## src/rtl/dma_rd_pkg.sv

```systemverilog
package dma_rd_pkg;

	localparam int ADDR_W     = 64;
	localparam int DATA_W     = 64;
	localparam int ID_W       = 6;
	localparam int XID_W      = ID_W + 1;
	localparam int LEN_W      = 8;
	localparam int N_CH       = 4;
	localparam int RST_STAGES = 4;

	// arbiter states
	localparam logic [1:0] ST_IDLE = 2'd0;
	localparam logic [1:0] ST_ADDR = 2'd1;
	localparam logic [1:0] ST_DATA = 2'd2;

	typedef logic [1:0] ch_sel_t;

	// top bit of the ddr side id
	typedef enum logic {
		SRC_DMA = 1'b0,
		SRC_MRD = 1'b1
	} src_t;

	// bit 36 aliases the host window, bits 35:34 pick the channel
	typedef union packed {
		logic [ADDR_W-1:0] flat;
		struct packed {
			logic [26:0] hi;
			logic        alias_bit;
			ch_sel_t     ch_sel;
			logic [33:0] offset;
		} fld;
	} ddr_addr_u;

endpackage

```

## src/rtl/beat_counter.sv

```systemverilog
`timescale 1ns/1ps

module beat_counter (
	input  logic                         clk,
	input  logic                         rst_sync_n,
	input  logic                         load,
	input  logic [dma_rd_pkg::LEN_W-1:0] len,
	input  logic                         beat_fire,
	output logic                         last_beat
);
	import dma_rd_pkg::*;

	logic [LEN_W-1:0] cnt;

	always_ff @(posedge clk) begin
		if (!rst_sync_n) begin
			cnt <= '0;
		end else if (load) begin
			cnt <= '0;
		end else if (beat_fire) begin
			cnt <= cnt + 1'b1;
		end
	end

	// len is beats minus one
	assign last_beat = (cnt == len);

endmodule

```

## src/rtl/ddr_addr_map.sv

```systemverilog
`timescale 1ns/1ps

module ddr_addr_map (
	input  logic                          clk,
	input  logic                          rst_sync_n,
	input  logic                          ar_take,
	input  dma_rd_pkg::src_t              grant_src,
	input  logic [dma_rd_pkg::ADDR_W-1:0] dma_ar_addr,
	input  logic [dma_rd_pkg::ID_W-1:0]   dma_ar_id,
	input  logic [dma_rd_pkg::LEN_W-1:0]  dma_ar_len,
	input  logic [dma_rd_pkg::ADDR_W-1:0] mrd_ar_addr,
	input  logic [dma_rd_pkg::ID_W-1:0]   mrd_ar_id,
	input  logic [dma_rd_pkg::LEN_W-1:0]  mrd_ar_len,
	output logic [dma_rd_pkg::N_CH-1:0]   ddr_ar_valid,
	output logic [dma_rd_pkg::ADDR_W-1:0] ddr_ar_addr,
	output logic [dma_rd_pkg::XID_W-1:0]  ddr_ar_id,
	output logic [dma_rd_pkg::LEN_W-1:0]  ddr_ar_len,
	input  logic [dma_rd_pkg::N_CH-1:0]   ddr_ar_ready,
	output logic                          ar_done,
	output dma_rd_pkg::ch_sel_t           req_ch,
	output logic [dma_rd_pkg::LEN_W-1:0]  req_len
);
	import dma_rd_pkg::*;

	ddr_addr_u        in_addr;
	ddr_addr_u        req_addr;
	ddr_addr_u        out_addr;
	logic [ID_W-1:0]  req_id;
	logic             ar_pend;

	// alias bit dropped on entry
	always_comb begin
		in_addr.flat          = (grant_src == SRC_MRD) ? mrd_ar_addr : dma_ar_addr;
		in_addr.fld.alias_bit = 1'b0;
	end

	always_ff @(posedge clk) begin
		if (ar_take) begin
			req_addr <= in_addr;
			req_id   <= (grant_src == SRC_MRD) ? mrd_ar_id : dma_ar_id;
			req_len  <= (grant_src == SRC_MRD) ? mrd_ar_len : dma_ar_len;
		end
	end

	always_ff @(posedge clk) begin
		if (!rst_sync_n) begin
			ar_pend <= 1'b0;
		end else if (ar_take) begin
			ar_pend <= 1'b1;
		end else if (ar_done) begin
			ar_pend <= 1'b0;
		end
	end

	// channel select bits cleared on the way out
	always_comb begin
		out_addr            = req_addr;
		out_addr.fld.ch_sel = '0;
	end

	assign req_ch       = req_addr.fld.ch_sel;
	assign ddr_ar_valid = {{(N_CH-1){1'b0}}, ar_pend} << req_ch;
	assign ddr_ar_addr  = out_addr.flat;
	assign ddr_ar_id    = {grant_src, req_id};
	assign ddr_ar_len   = req_len;
	assign ar_done      = ar_pend && ddr_ar_ready[req_ch];

endmodule

```

## src/rtl/dma_rd_xbar.sv

```systemverilog
`timescale 1ns/1ps

module dma_rd_xbar (
	input  logic                          clk,
	input  logic                          rst_n,
	input  logic                          dma_ar_valid,
	output logic                          dma_ar_ready,
	input  logic [dma_rd_pkg::ADDR_W-1:0] dma_ar_addr,
	input  logic [dma_rd_pkg::ID_W-1:0]   dma_ar_id,
	input  logic [dma_rd_pkg::LEN_W-1:0]  dma_ar_len,
	output logic                          dma_r_valid,
	input  logic                          dma_r_ready,
	output logic [dma_rd_pkg::DATA_W-1:0] dma_r_data,
	output logic [dma_rd_pkg::ID_W-1:0]   dma_r_id,
	output logic                          dma_r_last,
	input  logic                          mrd_ar_valid,
	output logic                          mrd_ar_ready,
	input  logic [dma_rd_pkg::ADDR_W-1:0] mrd_ar_addr,
	input  logic [dma_rd_pkg::ID_W-1:0]   mrd_ar_id,
	input  logic [dma_rd_pkg::LEN_W-1:0]  mrd_ar_len,
	output logic                          mrd_r_valid,
	input  logic                          mrd_r_ready,
	output logic [dma_rd_pkg::DATA_W-1:0] mrd_r_data,
	output logic [dma_rd_pkg::ID_W-1:0]   mrd_r_id,
	output logic                          mrd_r_last,
	output logic [dma_rd_pkg::N_CH-1:0]   ddr_ar_valid,
	input  logic [dma_rd_pkg::N_CH-1:0]   ddr_ar_ready,
	output logic [dma_rd_pkg::ADDR_W-1:0] ddr_ar_addr,
	output logic [dma_rd_pkg::XID_W-1:0]  ddr_ar_id,
	output logic [dma_rd_pkg::LEN_W-1:0]  ddr_ar_len,
	input  logic [dma_rd_pkg::N_CH-1:0]   ddr_r_valid,
	output logic [dma_rd_pkg::N_CH-1:0]   ddr_r_ready,
	input  logic [dma_rd_pkg::DATA_W-1:0] ddr_r_data [dma_rd_pkg::N_CH],
	input  logic [dma_rd_pkg::XID_W-1:0]  ddr_r_id [dma_rd_pkg::N_CH]
);
	import dma_rd_pkg::*;

	logic             rst_sync_n;
	logic             ar_take;
	logic             ar_done;
	logic             busy;
	logic             beat_fire;
	logic             last_beat;
	src_t             grant_src;
	ch_sel_t          req_ch;
	logic [LEN_W-1:0] req_len;

	rst_sync_pipe i_rst_sync_pipe (
		.clk        (clk),
		.rst_n      (rst_n),
		.rst_sync_n (rst_sync_n)
	);

	rd_arb_fsm i_rd_arb_fsm (
		.clk          (clk),
		.rst_sync_n   (rst_sync_n),
		.dma_ar_valid (dma_ar_valid),
		.mrd_ar_valid (mrd_ar_valid),
		.dma_ar_ready (dma_ar_ready),
		.mrd_ar_ready (mrd_ar_ready),
		.ar_take      (ar_take),
		.grant_src    (grant_src),
		.ar_done      (ar_done),
		.last_beat    (last_beat),
		.beat_fire    (beat_fire),
		.busy         (busy)
	);

	beat_counter i_beat_counter (
		.clk        (clk),
		.rst_sync_n (rst_sync_n),
		.load       (ar_take),
		.len        (req_len),
		.beat_fire  (beat_fire),
		.last_beat  (last_beat)
	);

	ddr_addr_map i_ddr_addr_map (
		.clk          (clk),
		.rst_sync_n   (rst_sync_n),
		.ar_take      (ar_take),
		.grant_src    (grant_src),
		.dma_ar_addr  (dma_ar_addr),
		.dma_ar_id    (dma_ar_id),
		.dma_ar_len   (dma_ar_len),
		.mrd_ar_addr  (mrd_ar_addr),
		.mrd_ar_id    (mrd_ar_id),
		.mrd_ar_len   (mrd_ar_len),
		.ddr_ar_valid (ddr_ar_valid),
		.ddr_ar_addr  (ddr_ar_addr),
		.ddr_ar_id    (ddr_ar_id),
		.ddr_ar_len   (ddr_ar_len),
		.ddr_ar_ready (ddr_ar_ready),
		.ar_done      (ar_done),
		.req_ch       (req_ch),
		.req_len      (req_len)
	);

	rd_data_route i_rd_data_route (
		.req_ch      (req_ch),
		.grant_src   (grant_src),
		.busy        (busy),
		.ddr_r_valid (ddr_r_valid),
		.ddr_r_data  (ddr_r_data),
		.ddr_r_id    (ddr_r_id),
		.ddr_r_ready (ddr_r_ready),
		.dma_r_valid (dma_r_valid),
		.dma_r_data  (dma_r_data),
		.dma_r_id    (dma_r_id),
		.dma_r_last  (dma_r_last),
		.dma_r_ready (dma_r_ready),
		.mrd_r_valid (mrd_r_valid),
		.mrd_r_data  (mrd_r_data),
		.mrd_r_id    (mrd_r_id),
		.mrd_r_last  (mrd_r_last),
		.mrd_r_ready (mrd_r_ready),
		.beat_fire   (beat_fire),
		.last_beat   (last_beat)
	);

endmodule

```

## src/rtl/rd_arb_fsm.sv

```systemverilog
`timescale 1ns/1ps

module rd_arb_fsm (
	input  logic             clk,
	input  logic             rst_sync_n,
	input  logic             dma_ar_valid,
	input  logic             mrd_ar_valid,
	output logic             dma_ar_ready,
	output logic             mrd_ar_ready,
	output logic             ar_take,
	output dma_rd_pkg::src_t grant_src,
	input  logic             ar_done,
	input  logic             last_beat,
	input  logic             beat_fire,
	output logic             busy
);
	import dma_rd_pkg::*;

	logic [1:0] state;
	logic       run;
	src_t       grant_q;
	src_t       win_src;

	// on a tie the master not granted last wins
	always_comb begin
		if (dma_ar_valid && mrd_ar_valid) begin
			if (grant_q == SRC_DMA) begin
				win_src = SRC_MRD;
			end else begin
				win_src = SRC_DMA;
			end
		end else if (mrd_ar_valid) begin
			win_src = SRC_MRD;
		end else begin
			win_src = SRC_DMA;
		end
	end

	assign ar_take      = run && (state == ST_IDLE) && (dma_ar_valid || mrd_ar_valid);
	assign dma_ar_ready = ar_take && (win_src == SRC_DMA);
	assign mrd_ar_ready = ar_take && (win_src == SRC_MRD);
	assign grant_src    = (state == ST_IDLE) ? win_src : grant_q;
	assign busy         = (state == ST_DATA);

	always_ff @(posedge clk) begin
		if (!rst_sync_n) begin
			state   <= ST_IDLE;
			run     <= 1'b0;
			grant_q <= SRC_MRD;
		end else begin
			run <= 1'b1;
			case (state)
				ST_IDLE: begin
					if (ar_take) begin
						state   <= ST_ADDR;
						grant_q <= win_src;
					end
				end
				ST_ADDR: begin
					if (ar_done) begin
						state <= ST_DATA;
					end
				end
				ST_DATA: begin
					// grant held until the final beat moves
					if (last_beat && beat_fire) begin
						state <= ST_IDLE;
					end
				end
				default: state <= ST_IDLE;
			endcase
		end
	end

endmodule

```

## src/rtl/rd_data_route.sv

```systemverilog
`timescale 1ns/1ps

module rd_data_route (
	input  dma_rd_pkg::ch_sel_t           req_ch,
	input  dma_rd_pkg::src_t              grant_src,
	input  logic                          busy,
	input  logic [dma_rd_pkg::N_CH-1:0]   ddr_r_valid,
	input  logic [dma_rd_pkg::DATA_W-1:0] ddr_r_data [dma_rd_pkg::N_CH],
	input  logic [dma_rd_pkg::XID_W-1:0]  ddr_r_id [dma_rd_pkg::N_CH],
	output logic [dma_rd_pkg::N_CH-1:0]   ddr_r_ready,
	output logic                          dma_r_valid,
	output logic [dma_rd_pkg::DATA_W-1:0] dma_r_data,
	output logic [dma_rd_pkg::ID_W-1:0]   dma_r_id,
	output logic                          dma_r_last,
	input  logic                          dma_r_ready,
	output logic                          mrd_r_valid,
	output logic [dma_rd_pkg::DATA_W-1:0] mrd_r_data,
	output logic [dma_rd_pkg::ID_W-1:0]   mrd_r_id,
	output logic                          mrd_r_last,
	input  logic                          mrd_r_ready,
	output logic                          beat_fire,
	input  logic                          last_beat
);
	import dma_rd_pkg::*;

	logic             to_mrd;
	logic             sel_valid;
	logic             mst_ready;
	logic [XID_W-1:0] sel_xid;

	assign to_mrd    = (grant_src == SRC_MRD);
	assign sel_valid = busy && ddr_r_valid[req_ch];
	assign sel_xid   = ddr_r_id[req_ch];
	assign mst_ready = to_mrd ? mrd_r_ready : dma_r_ready;

	assign dma_r_valid = sel_valid && !to_mrd;
	assign mrd_r_valid = sel_valid && to_mrd;

	// source bit stripped, only the master id goes back
	assign dma_r_data = ddr_r_data[req_ch];
	assign dma_r_id   = sel_xid[ID_W-1:0];
	assign dma_r_last = last_beat;
	assign mrd_r_data = ddr_r_data[req_ch];
	assign mrd_r_id   = sel_xid[ID_W-1:0];
	assign mrd_r_last = last_beat;

	// back-pressure reaches the active channel only
	assign ddr_r_ready = {{(N_CH-1){1'b0}}, busy && mst_ready} << req_ch;
	assign beat_fire   = sel_valid && mst_ready;

endmodule

```

## src/rtl/rst_sync_pipe.sv

```systemverilog
`timescale 1ns/1ps

module rst_sync_pipe (
	input  logic clk,
	input  logic rst_n,
	output logic rst_sync_n
);
	import dma_rd_pkg::*;

	logic [RST_STAGES-1:0] pipe;

	// ones shift in after release
	always_ff @(posedge clk) begin
		if (!rst_n) begin
			pipe <= '0;
		end else begin
			pipe <= {pipe[RST_STAGES-2:0], 1'b1};
		end
	end

	assign rst_sync_n = pipe[RST_STAGES-1];

endmodule

```

## config.mk

```make
export PLATFORM = sky130hd
export DESIGN_NAME = dma_rd_xbar
export DESIGN_NICKNAME = d
export VERILOG_FILES = /design/src/rtl/dma_rd_pkg.sv /design/src/rtl/beat_counter.sv /design/src/rtl/ddr_addr_map.sv /design/src/rtl/dma_rd_xbar.sv /design/src/rtl/rd_arb_fsm.sv /design/src/rtl/rd_data_route.sv /design/src/rtl/rst_sync_pipe.sv
export SDC_FILE = /design/constraint.sdc
export NUM_CORES = 1
export LEC_CHECK = 0
export ABC_CLOCK_PERIOD_IN_PS = 4800
export BUFFER_PORTS_ARGS = -buffer_cell sky130_fd_sc_hd__buf_2
export CAP_MARGIN = 20
export CORE_AREA = 2 2 269 271
export CTS_BUF_LIST = sky130_fd_sc_hd__clkbuf_8 sky130_fd_sc_hd__clkbuf_16
export DETAILED_ROUTE_END_ITERATION = 10
export DIE_AREA = 0 0 271 273
export HOLD_SLACK_MARGIN = 0.05
export SETUP_SLACK_MARGIN = 0.15
export SLEW_MARGIN = 0
export SYNTH_ARGS = -nofsm -noshare
export SYNTH_HDL_FRONTEND = slang
export SYNTH_SLANG_ARGS = --single-unit
```

## constraint.sdc

```tcl
create_clock -name clk -period 4.8 [get_ports clk]
set_clock_uncertainty 0.2 [all_clocks]
set_input_delay 0.96 -clock clk [delete_from_list [all_inputs] [get_ports clk]]
set_output_delay 0.96 -clock clk [all_outputs]
set_load 0.03 [all_outputs]
```

==> results of run 1 <==
[how the worst max path moves through the flow]
stage	depth (start not counted)	end
final	5	dma_r_valid
after global routing	5	dma_r_valid
after CTS	5	dma_r_valid
after detailed placement	5	dma_r_valid
after global placement	5	mrd_r_valid
after floorplan	6	dma_r_valid
[power by group through the flow]
stage          Combinational, mW  Clock [mW]  Sequential [mW]
5_1_grt                    0.758       0.836            0.907
3_3_place_gp               0.722           0            0.924
3_5_place_dp               0.728           0            0.925
4_1_cts                    0.731       0.814            0.906
2_1_floorplan              0.417           0            0.927
6_report                   0.716       0.765            0.905
[cell usage after synthesis, drive strengths merged, types with 2 or more instances]
library cell | count | area share
buf | 155 | 0.16
mux2 | 80 | 0.13
edfxtp | 77 | 0.34
mux4 | 71 | 0.23
dfxtp | 17 | 0.050
nor2 | 11 | 0.0060
clkbuf | 9 | 0.0049
nand2 | 8 | 0.0044
xnor2 | 8 | 0.010
a21oi | 5 | 0.0037
or3 | 5 | 0.0046
and2 | 4 | 0.0037
inv | 4 | 0.0022
nor3b | 4 | 0.0044
o21ai | 4 | 0.0029
and3 | 3 | 0.0027
mux2i | 3 | 0.0044
nand3 | 3 | 0.0022
nand4 | 3 | 0.0027
nor3 | 3 | 0.0022
and3b | 2 | 0.0026
nand3b | 2 | 0.0022
nor2b | 2 | 0.0018
xor2 | 2 | 0.0026
[cell families (layout without fill, tap and decap cells)]
logic type      Yosys count  in the layout  share of synthesized area
flops                    94             94                      0.387
other cells               1             10                   0.000548
compound gates           17             17                     0.0166
xor+xnor                 10             10                     0.0128
simple gates             52             52                     0.0413
mux                     154            154                      0.369
fa+ha+maj                 1              1                    0.00183
buf+inv                 168            704                      0.170
[layer usage]
layer | vias up | global-route usage | share of wire
met4 | 2 | 0.0321 | 0.023
met2 | 458 | 0.183 | 0.50
met1 | 3111 | 0.120 | 0.39
met5 | - | 0 | 0.00044
li1 | 2843 | - | -
met3 | 41 | 0.0308 | 0.087
[sequential cells by signal (all words and copies together), names as in the netlist]
name                       flops
i_rd_arb_fsm.grant_q           1
i_rst_sync_pipe.pipe           4
i_rd_arb_fsm.run               1
i_rd_arb_fsm.state             2
i_ddr_addr_map.req_addr       63
i_ddr_addr_map.ar_pend         1
i_ddr_addr_map.req_id          6
i_beat_counter.cnt             8
i_ddr_addr_map.ddr_ar_len      8
[final cells by class]
| type | count | share of cell area |
|---|---|---|
| clock inverters | 7 | 0.00608 |
| inverters | 4 | 0.00164 |
| diodes | 7 | 0.00164 |
| well taps | 950 | 0.111 |
| multi-input cells | 237 | 0.285 |
| repair buffers | 684 | 0.325 |
| clock buffers | 9 | 0.0211 |
| flip-flops and latches | 94 | 0.248 |
==> flow_summary.rst, run 1 <==
.. list-table::
   :header-rows: 1

   * - Metric
     - Value
   * - Number of cells on the worst hold path
     - 1
   * - Setup crit end kind
     - output pin
   * - Weighted congestion reported at the end of routability-driven placement
     - between 0.8 and 0.9
   * - Critical path peak fanout
     - 20
   * - Core area
     - between 70000 and 80000 um2
   * - Worst path arrival time
     - 2610 ps
   * - Synth async-reset ratio
     - 0
   * - Worst-case hold path end point
     - i_rst_sync_pipe.pipe[2]
   * - Post-synthesis cell type count
     - 40
   * - Vias
     - 6455
   * - Yosys Warn Count
     - 0
   * - Slew at the pin with the worst max-slew slack
     - a little over 800 ps
   * - Worst R2R Setup Slack
     - around 1800 ps
   * - Count of cells resized by post-cts repair
     - 0
   * - Combined global-route utilization of all metal layers
     - 0.104
   * - Combined buffer and inverter count along the critical path
     - 2
   * - Area growth from synthesis to layout
     - 56.2%
   * - Seq cells post-synth
     - 94
   * - Fin Hold WS
     - 230 ps
   * - Count of fill cells added during filler insertion
     - 7953
   * - Total Power Consumption
     - between 2 and 2.5 mW
   * - Netlist area before placement
     - around 6800 um2
   * - Highest-count cells in the layout ignoring fill and taps
     - buf_2, edfxtp_1, mux4_2
   * - Unrepaired setup endpoints after global routing
     - false
   * - Number of failing hold endpoints at the final stage
     - 0
   * - Delay of the slowest critical-path stage
     - 640 ps
   * - Power share of the combinational group
     - 0.300
   * - Die boundary width
     - 271 um
   * - Remaining global-route overflow
     - 0
   * - Run status
     - finished, final reports clean
   * - Sw Pwr
     - between 0.8 and 0.9 mW
   * - Power Dens Cells
     - 223 nW/um2
   * - Post-detailed-placement cell area
     - around 10000 um2
   * - Chain of cells forming the critical path
     - buf_4, mux2_2, a2bb2oi_1, nor2_1, buf_2
   * - Reg2reg end
     - i_beat_counter.cnt[5]
   * - Most instantiated flip-flop cell in the synthesis netlist
     - edfxtp_1
   * - Vias per std cell
     - 3.24
   * - Max-slew violation count
     - 0
   * - Count of input and output buffers
     - a little under 700
   * - First-pass GRT wire length
     - 51600 um
   * - Register area
     - 2650 um2
   * - Site Rows
     - slightly below 100
   * - Starting density of the core
     - 0.0965
   * - DP Worst Slack
     - 1270 ps
   * - Chip height
     - 273 um
   * - Number of remaining DRC errors
     - 0
   * - Start-to-end type of the worst setup path
     - reg -> out
   * - # clock sinks
     - 94
   * - Post-layout worst setup margin
     - 1030 ps
   * - Number of search-and-repair iterations in the first detailed-routing pass
     - 4
   * - Cells on worst reg2reg path
     - 6
   * - Origin of the worst setup path
     - i_ddr_addr_map.req_addr[34]
   * - Vias in the first global route
     - between 6000 and 7000
   * - Final design instance area without fill
     - 10700 um2
   * - Leakage
     - 4.68 nW
   * - Instance count of the mapped netlist
     - 497
   * - Number of H-tree levels
     - 3
   * - Number of antenna violations at the first check in global routing
     - 14
   * - Post-Syn Area per Cell
     - 13.8 um2
   * - Largest net degree at the start of global routing
     - 74
   * - Critical path launch point type
     - flop
   * - Setup TNS
     - 0 ps
   * - CP delay by family, top
     - flip-flops
   * - Crit path max-delay cell type
     - edfxtp_1
   * - Io pins
     - roughly 690
   * - Fraction of layout instances using a drive strength above 1
     - 0.815
   * - Final design utilization
     - 0.151
   * - Clock edge transition at the registers on the reported setup and hold paths
     - approximately 80 ps
   * - Fraction of the cycle the final worst path needs
     - 0.786
   * - # placed instances
     - 1969
   * - Number of enable flip-flop cells after synthesis
     - 77
   * - Switching power as a share of total power
     - 0.345
   * - Total area of multi-input combinational cells
     - 3050 um2
   * - Post-DP HPWL
     - approximately 36000 um
   * - Max cap viols
     - 0
   * - Maximum clock frequency
     - between 200 and 300 MHz
   * - Routed Antenna Nets
     - 0
   * - TritonCTS buffer count
     - 9
   * - Worst vdd rail ir drop
     - 130 uV
   * - Start of the worst register-to-register path
     - i_ddr_addr_map.req_addr[34]
   * - Share of synthesized area occupied by flip-flops and latches
     - 0.387
   * - Number of failing setup endpoints in the final timing report
     - 0
   * - Relative slew margins
     - 0.457
   * - Clock latency of the later-clocked register in the worst-skew pair
     - roughly 360 ps
   * - Post-CTS Setup Bufs
     - 0
   * - Worst Path Required
     - 3640 ps
   * - Wirelength per Cell
     - 20.7 um
   * - Iter 0 DRT Violations
     - 307
   * - Buffer cell driving the clock tree root
     - clkbuf_16
   * - Die ar.
     - 74000 um2
   * - Post-layout nets
     - 1485
   * - Maximum buffer depth of the clock tree
     - 2
   * - Number of standard cells in the layout, taps in and fillers out
     - around 2000
   * - Portion of total power attributed to the clock network
     - 0.320
   * - Worst Hold Launch
     - i_rst_sync_pipe.pipe[1]
   * - Seq pwr share
     - 0.379
   * - Commonest non-fill, non-tap cell in the layout
     - buf_2
   * - Classification of the worst-slack hold path
     - reg -> reg
   * - Overall routed net length
     - 41200 um
   * - TritonCTS clock tree
     - built
   * - CTS hold repair buffers
     - 0
   * - Final period demand of the worst path
     - 3770 ps
   * - Internal
     - roughly 1.6 mW
(Power assumes the default switching activity.)
==> run 2: changes to the inputs <==
--- a/config.mk
+++ b/config.mk
@@ -5,13 +5,13 @@
 export SDC_FILE = /design/constraint.sdc
 export NUM_CORES = 1
 export LEC_CHECK = 0
-export ABC_CLOCK_PERIOD_IN_PS = 4800
+export ABC_CLOCK_PERIOD_IN_PS = 3160
 export BUFFER_PORTS_ARGS = -buffer_cell sky130_fd_sc_hd__buf_2
 export CAP_MARGIN = 20
-export CORE_AREA = 2 2 269 271
+export CORE_AREA = 2 2 264 266
 export CTS_BUF_LIST = sky130_fd_sc_hd__clkbuf_8 sky130_fd_sc_hd__clkbuf_16
 export DETAILED_ROUTE_END_ITERATION = 10
-export DIE_AREA = 0 0 271 273
+export DIE_AREA = 0 0 266 268
 export HOLD_SLACK_MARGIN = 0.05
 export SETUP_SLACK_MARGIN = 0.15
 export SLEW_MARGIN = 0
==> constraint.sdc (replaced) <==
create_clock -name clk -period 3.16 [get_ports clk]
set_clock_uncertainty 0.2 [all_clocks]
set_input_delay 0.632 -clock clk [delete_from_list [all_inputs] [get_ports clk]]
set_output_delay 0.632 -clock clk [all_outputs]
set_load 0.03 [all_outputs]
==> run 2 against run 1 <==
Net effect: worst hold slack worse by 31 ps; critical path depth down 1; sequential cell count unchanged; cell area up 1.3%; final cell count down 2.5%; combinational power up 54%; via count down 0.34%; critical endpoint is now dma_r_data[2]; largest cell class unchanged.
==> flow_summary.rst, run 2 (synthesis results as in run 1) <==
.. list-table::
   :header-rows: 1

   * - Metric
     - Value
   * - Largest net degree at the start of global routing
     - 73 (-1.4%)
   * - Clock latency of the later-clocked register in the worst-skew pair
     - 370 ps (about the same)
   * - Post-DP HPWL
     - 34700 um (-3.6%)
   * - Weighted congestion reported at the end of routability-driven placement
     - 0.741 (-13%)
   * - Combined buffer and inverter count along the critical path
     - 3 (+1)
   * - Combined global-route utilization of all metal layers
     - 0.102 (-0.00110)
   * - Core area
     - 68200 um2 (-3.9%)
   * - Max cap viols
     - 0 (unchanged)
   * - Vias in the first global route
     - 6497 (+3.0%)
   * - Chain of cells forming the critical path
     - buf_12, buf_6, mux4_2, buf_2
   * - Count of fill cells added during filler insertion
     - 7672 (-3.5%)
   * - Start-to-end type of the worst setup path
     - reg -> out
   * - Starting density of the core
     - 0.100 (+0.00392)
   * - Critical path peak fanout
     - 14 (-30%)
   * - Vias
     - 6433 (-0.34%)
   * - Unrepaired setup endpoints after global routing
     - false
   * - Clock edge transition at the registers on the reported setup and hold paths
     - 80 ps (about the same)
   * - Fraction of the cycle the final worst path needs
     - 0.910
   * - TritonCTS buffer count
     - 9 (unchanged)
   * - Highest-count cells in the layout ignoring fill and taps
     - buf_2, edfxtp_1, mux4_2
   * - Count of input and output buffers
     - 677 (unchanged)
   * - Total area of multi-input combinational cells
     - 3060 um2 (+0.33%)
   * - CP delay by family, top
     - buffers and inverters
   * - Area growth from synthesis to layout
     - 58.2%
   * - DP Worst Slack
     - 532 ps (-733 ps)
   * - Setup TNS
     - 0 ps (unchanged)
   * - TritonCTS clock tree
     - built
   * - Crit path max-delay cell type
     - mux4_2
   * - Post-layout nets
     - 1500 (+1.0%)
   * - Site Rows
     - 96 (-2.0%)
   * - Fin Hold WS
     - 199 ps (-31.0 ps)
   * - Maximum clock frequency
     - ~350 MHz
   * - Fraction of layout instances using a drive strength above 1
     - 0.820 (+0.00454)
   * - Number of H-tree levels
     - 3 (unchanged)
   * - Classification of the worst-slack hold path
     - in -> reg
   * - Power Dens Cells
     - 338 nW/um2 (+52%)
   * - Worst vdd rail ir drop
     - 236 uV (+81%)
   * - Maximum buffer depth of the clock tree
     - 2 (unchanged)
   * - Max-slew violation count
     - 0 (unchanged)
   * - Final period demand of the worst path
     - 2880 ps
   * - Remaining global-route overflow
     - 0 (unchanged)
   * - Critical path launch point type
     - flop
   * - Io pins
     - 687 (unchanged)
   * - Number of flip-flops under the largest register name
     - 63 (unchanged)
   * - Iter 0 DRT Violations
     - 302 (-1.6%)
   * - Delay of the slowest critical-path stage
     - 620 ps (-20 ps)
   * - First-pass GRT wire length
     - 49100 um (-4.8%)
   * - Number of remaining DRC errors
     - 0 (unchanged)
   * - Slew at the pin with the worst max-slew slack
     - 618 ps (-196 ps)
   * - Number of antenna violations at the first check in global routing
     - 16 (+2)
   * - Run status
     - finished, final reports clean
   * - Chip height
     - 268 um (-1.8%)
   * - CTS hold repair buffers
     - 0 (unchanged)
   * - # clock sinks
     - 94 (unchanged)
   * - Vias per std cell
     - 3.31 (+2.2%)
   * - Register with the highest flop count
     - i_ddr_addr_map.req_addr
   * - Commonest non-fill, non-tap cell in the layout
     - buf_2
   * - Die boundary width
     - 266 um (-1.8%)
   * - Leakage
     - 4.78 nW (+2.1%)
   * - Routed Antenna Nets
     - 0 (unchanged)
   * - Number of search-and-repair iterations in the first detailed-routing pass
     - 4 (unchanged)
   * - Worst path arrival time
     - 2040 ps (-570 ps)
   * - Worst Path Required
     - 2330 ps (-1310 ps)
   * - Final design utilization
     - 0.159 (+0.00815)
   * - Relative slew margins
     - 0.586 (+0.129)
   * - Number of failing hold endpoints at the final stage
     - 0 (unchanged)
   * - Post-layout worst setup margin
     - 284 ps (-742 ps)
   * - Die ar.
     - 71300 um2 (-3.6%)
   * - Number of failing setup endpoints in the final timing report
     - 0 (unchanged)
   * - Register area
     - 2650 um2 (unchanged)
   * - Setup crit end kind
     - output pin
   * - Buffer cell driving the clock tree root
     - clkbuf_16
   * - Overall routed net length
     - 39800 um (-3.3%)
   * - Wirelength per Cell
     - 20.5 um (-0.83%)
-- run 2: layout make-up --
| cell class | count | share of cell area |
|---|---|---|
| diodes | 11 | 0.00254 |
| clock buffers | 10 | 0.0231 |
| clock inverters | 6 | 0.00577 |
| inverters | 4 | 0.00150 |
| multi-input cells | 237 | 0.282 |
| flip-flops and latches | 94 | 0.245 |
| well taps | 882 | 0.102 |
| repair buffers | 699 | 0.338 |
-- run 2: power by group --
part / switching, mW / internal (mW)
registers: 0.00679 / 1.37
logic: 0.637 / 0.460
clock network: 0.592 / 0.604
total: 1.24 / 2.43
-- run 2: layer usage --
metal	up-vias	wire [um]	global-route usage
met1	3035	13700	0.108
met3	41	4920	0.0461
met4	6	1180	0.0366
li1	2875	-	-
met2	476	20000	0.181
met5	-	40	0
-- run 2: final timing paths --
check	start	to	slack (ps)	cells after the start
worst max-delay path	i_ddr_addr_map.req_addr[34]	dma_r_data[2]	280	4
worst min-delay path	rst_n	i_rst_sync_pipe.pipe[0]	200	1
worst max register to register	i_ddr_addr_map.req_addr[34]	i_beat_counter.cnt[5]	590	8
worst min register to register	i_rst_sync_pipe.pipe[1]	i_rst_sync_pipe.pipe[2]	230	1
-- run 2: stage by stage --
stage          total power, mW  cell area [um2]  instances
3_5_place_dp              2.51            10400       1914
2_1_floorplan             2.04             6860        499
6_report                  3.67            10800       1943
3_3_place_gp              2.50            10400       1914
5_1_grt                   3.84            10800       1938
4_1_cts                   3.77            10800       1930
-- run 2: what timing repair did --
| item | 4_1_cts | 5_1_grt |
|---|---|---|
| pin swaps | 0 | 0 |
| endpoints found under the hold margin | 0 | 0 |
| resized for setup | 4 | 3 |
| setup endpoints to repair | 23 | 61 |
| buffers inserted | 0 | 1 |
| cloned | 0 | 1 |
==> run 3: changes to the inputs <==
--- a/config.mk
+++ b/config.mk
@@ -8,12 +8,12 @@
 export ABC_CLOCK_PERIOD_IN_PS = 3160
 export BUFFER_PORTS_ARGS = -buffer_cell sky130_fd_sc_hd__buf_2
 export CAP_MARGIN = 20
-export CORE_AREA = 2 2 264 266
+export CORE_AREA = 4 4 266 268
 export CTS_BUF_LIST = sky130_fd_sc_hd__clkbuf_8 sky130_fd_sc_hd__clkbuf_16
 export DETAILED_ROUTE_END_ITERATION = 10
-export DIE_AREA = 0 0 266 268
+export DIE_AREA = 0 0 270 272
 export HOLD_SLACK_MARGIN = 0.05
-export SETUP_SLACK_MARGIN = 0.15
+export SETUP_SLACK_MARGIN = 0.1
 export SLEW_MARGIN = 0
 export SYNTH_ARGS = -nofsm -noshare
 export SYNTH_HDL_FRONTEND = slang
==> run 3 against run 2 <==
Net effect: combinational power barely moved; worst hold slack improved by 15 ps; register-to-register slack improved by 120 ps; worst setup slack got worse by 65 ps; sequential power barely moved; total power fell by 1.6%; clock power fell by 3%; sequential cell count did not move; clock-buffer cell count fell by 1; largest power group unchanged.
==> flow_summary.rst, run 3 (synthesis results as in run 1) <==
.. list-table::
   :header-rows: 1

   * - Metric
     - Value
   * - Overall routed net length
     - 39900 um (+0.14%)
   * - Number of H-tree levels
     - 3 (unchanged)
   * - Seq pwr share
     - 0.381 (+0.006)
   * - Number of failing setup endpoints in the final timing report
     - 0 (unchanged)
   * - Number of search-and-repair iterations in the first detailed-routing pass
     - 6 (+2)
   * - Starting density of the core
     - 0.100 (-0.000176)
   * - Critical path launch point type
     - flop
   * - Delay of the slowest critical-path stage
     - 630 ps (about the same)
   * - Weighted congestion reported at the end of routability-driven placement
     - 0.964 (+30%)
   * - Worst Path Required
     - 2330 ps (about the same)
   * - Highest-count cells in the layout ignoring fill and taps
     - buf_2, edfxtp_1, mux4_2
   * - Start of the worst register-to-register path
     - i_ddr_addr_map.req_addr[34]
   * - Worst vdd rail ir drop
     - 342 uV (+45%)
   * - Commonest non-fill, non-tap cell in the layout
     - buf_2
   * - Fraction of layout instances using a drive strength above 1
     - 0.819 (about the same)
   * - Classification of the worst-slack hold path
     - in -> reg
   * - Number of failing hold endpoints at the final stage
     - 0 (unchanged)
   * - Run status
     - finished, final reports clean
   * - Core area
     - 68300 um2 (+0.18%)
   * - Relative slew margins
     - 0.489 (-0.0970)
   * - Number of antenna violations at the first check in global routing
     - 20 (+4)
   * - Worst-case hold path end point
     - i_rst_sync_pipe.pipe[0]
   * - Count of input and output buffers
     - 677 (unchanged)
   * - Vias
     - 6623 (+3.0%)
   * - Final design instance area without fill
     - 10800 um2 (-0.12%)
   * - Max cap viols
     - 0 (unchanged)
   * - Clock edge transition at the registers on the reported setup and hold paths
     - 80 ps (about the same)
   * - Sw Pwr
     - 1.21 mW (-1.9%)
   * - Max-slew violation count
     - 0 (unchanged)
   * - Chain of cells forming the critical path
     - buf_4, buf_6, mux4_2, buf_2
   * - Worst path arrival time
     - 2110 ps (+70 ps)
   * - Routed Antenna Nets
     - 0 (unchanged)
   * - Clock latency of the later-clocked register in the worst-skew pair
     - 370 ps (about the same)
   * - Largest net degree at the start of global routing
     - 56 (-23%)
   * - Buffer cell driving the clock tree root
     - clkbuf_16
   * - Number of cells on the worst hold path
     - 1 (unchanged)
   * - # clock sinks
     - 94 (unchanged)
   * - Iter 0 DRT Violations
     - 353 (+17%)
   * - Number of remaining DRC errors
     - 0 (unchanged)
   * - Vias per std cell
     - 3.40 (+2.7%)
   * - Unrepaired setup endpoints after global routing
     - true
   * - Post-detailed-placement cell area
     - 10500 um2 (+0.26%)
   * - Cells on worst reg2reg path
     - 7 (-1)
   * - Power share of the combinational group
     - 0.298 (about the same)
   * - Critical path peak fanout
     - 18 (+4)
   * - Die boundary width
     - 270 um (+1.5%)
   * - Register with the highest flop count
     - i_ddr_addr_map.req_addr
   * - Portion of total power attributed to the clock network
     - 0.321 (-0.005)
   * - Site Rows
     - 96 (unchanged)
   * - Count of fill cells added during filler insertion
     - 7629 (-0.56%)
   * - Setup TNS
     - 0 ps (unchanged)
   * - Reg2reg end
     - i_beat_counter.cnt[5]
   * - Power Dens Cells
     - 333 nW/um2 (-1.5%)
   * - First-pass GRT wire length
     - 51700 um (+5.3%)
   * - Slew at the pin with the worst max-slew slack
     - 766 ps (+148 ps)
   * - Io pins
     - 687 (unchanged)
   * - TritonCTS clock tree
     - built
   * - Worst R2R Setup Slack
     - 710 ps (+120 ps)
   * - Chip height
     - 272 um (+1.5%)
   * - Area growth from synthesis to layout
     - 58.0%
   * - Leakage
     - 4.80 nW (+0.38%)
   * - Final period demand of the worst path
     - 2940 ps (+64.8 ps)
   * - Post-layout nets
     - 1507 (+0.47%)
   * - Origin of the worst setup path
     - i_ddr_addr_map.req_addr[34]
   * - Post-DP HPWL
     - 34900 um (+0.79%)
   * - Start-to-end type of the worst setup path
     - reg -> out
   * - Switching power as a share of total power
     - 0.336 (-0.00110)
   * - Fraction of the cycle the final worst path needs
     - 0.931 (+0.0205)
   * - Combined global-route utilization of all metal layers
     - 0.0998 (-0.00267)
   * - Die ar.
     - 73400 um2 (+3.0%)
   * - Number of flip-flops under the largest register name
     - 63 (unchanged)
   * - CTS hold repair buffers
     - 0 (unchanged)
   * - Remaining global-route overflow
     - 0 (unchanged)
   * - TritonCTS buffer count
     - 9 (unchanged)
   * - Internal
     - 2.40 mW (-1.5%)
   * - Vias in the first global route
     - 6727 (+3.5%)
   * - Maximum clock frequency
     - 340 MHz (-2.2%)
   * - Crit path max-delay cell type
     - mux4_2
   * - Wirelength per Cell
     - 20.5 um (-0.12%)
   * - Maximum buffer depth of the clock tree
     - 2 (unchanged)
   * - Worst Hold Launch
     - rst_n
   * - Setup crit end kind
     - output pin
[run 3: critical path: cells and delay by family, from the launching register on]
kind / cells / cell delay [ps]
buffers and inverters: 3 / 680
multiplexers: 1 / 630
flip-flops: 1 / 420
[run 3: power groups by stage]
stage	clock network [mW]	registers, mW	logic, mW
3_5_place_dp	0	1.40	1.08
4_1_cts	1.22	1.38	1.09
5_1_grt	1.26	1.38	1.14
3_3_place_gp	0	1.40	1.07
6_report	1.16	1.38	1.07
2_1_floorplan	0	1.41	0.634
[run 3: metrics by stage]
| step | power (mW) | hold slack (ps) | utilization | cells | setup slack [ps] |
|---|---|---|---|---|---|
| after floorplan | 2.04 | 206 | - | 499 | 151 |
| after global placement | 2.48 | 208 | 0.153 | 1921 | 525 |
| after detailed placement | 2.49 | 214 | 0.153 | 1921 | 520 |
| after CTS | 3.69 | 187 | 0.158 | 1937 | 113 |
| after global routing | 3.78 | 199 | 0.158 | 1946 | 86.1 |
| final | 3.61 | 215 | 0.158 | 1948 | 219 |
[run 3: worst max-delay path by stage]
stage                                         to  slack, ps  depth (start not counted)
floorplan           i_ddr_addr_map.ddr_ar_len[0]        150                          2
global placement                    ddr_ar_id[6]        520                          5
detailed placement                  ddr_ar_id[6]        520                          5
CTS                               mrd_r_data[38]        110                          4
global route                         mrd_r_id[3]         90                          4
finish                            mrd_r_data[15]        220                          4
[run 3: area by class of cell]
class	instances	area [um2]	share of cell area
tap	882	1100	0.102
clock buffer	9	225	0.0208
inverter	4	16.3	0.00150
antenna	9	22.5	0.00208
clock inverter	7	86.3	0.00798
multi-input combinational	237	3050	0.282
timing repair buffer	706	3660	0.339
sequential	94	2650	0.245
[run 3: metal layers]
metal / up-vias / global-route usage / part of all wire
li1: 2888 / - / -
met1: 3160 / 0.111 / 0.37
met2: 511 / 0.168 / 0.48
met3: 58 / 0.0406 / 0.11
met4: 6 / 0.0459 / 0.042
met5: - / 0 / 0.00090
[run 3: timing repair]
item,in CTS,in global routing
endpoints found under the setup margin,0,14
gates resized for setup,0,1
setup buffers,0,1
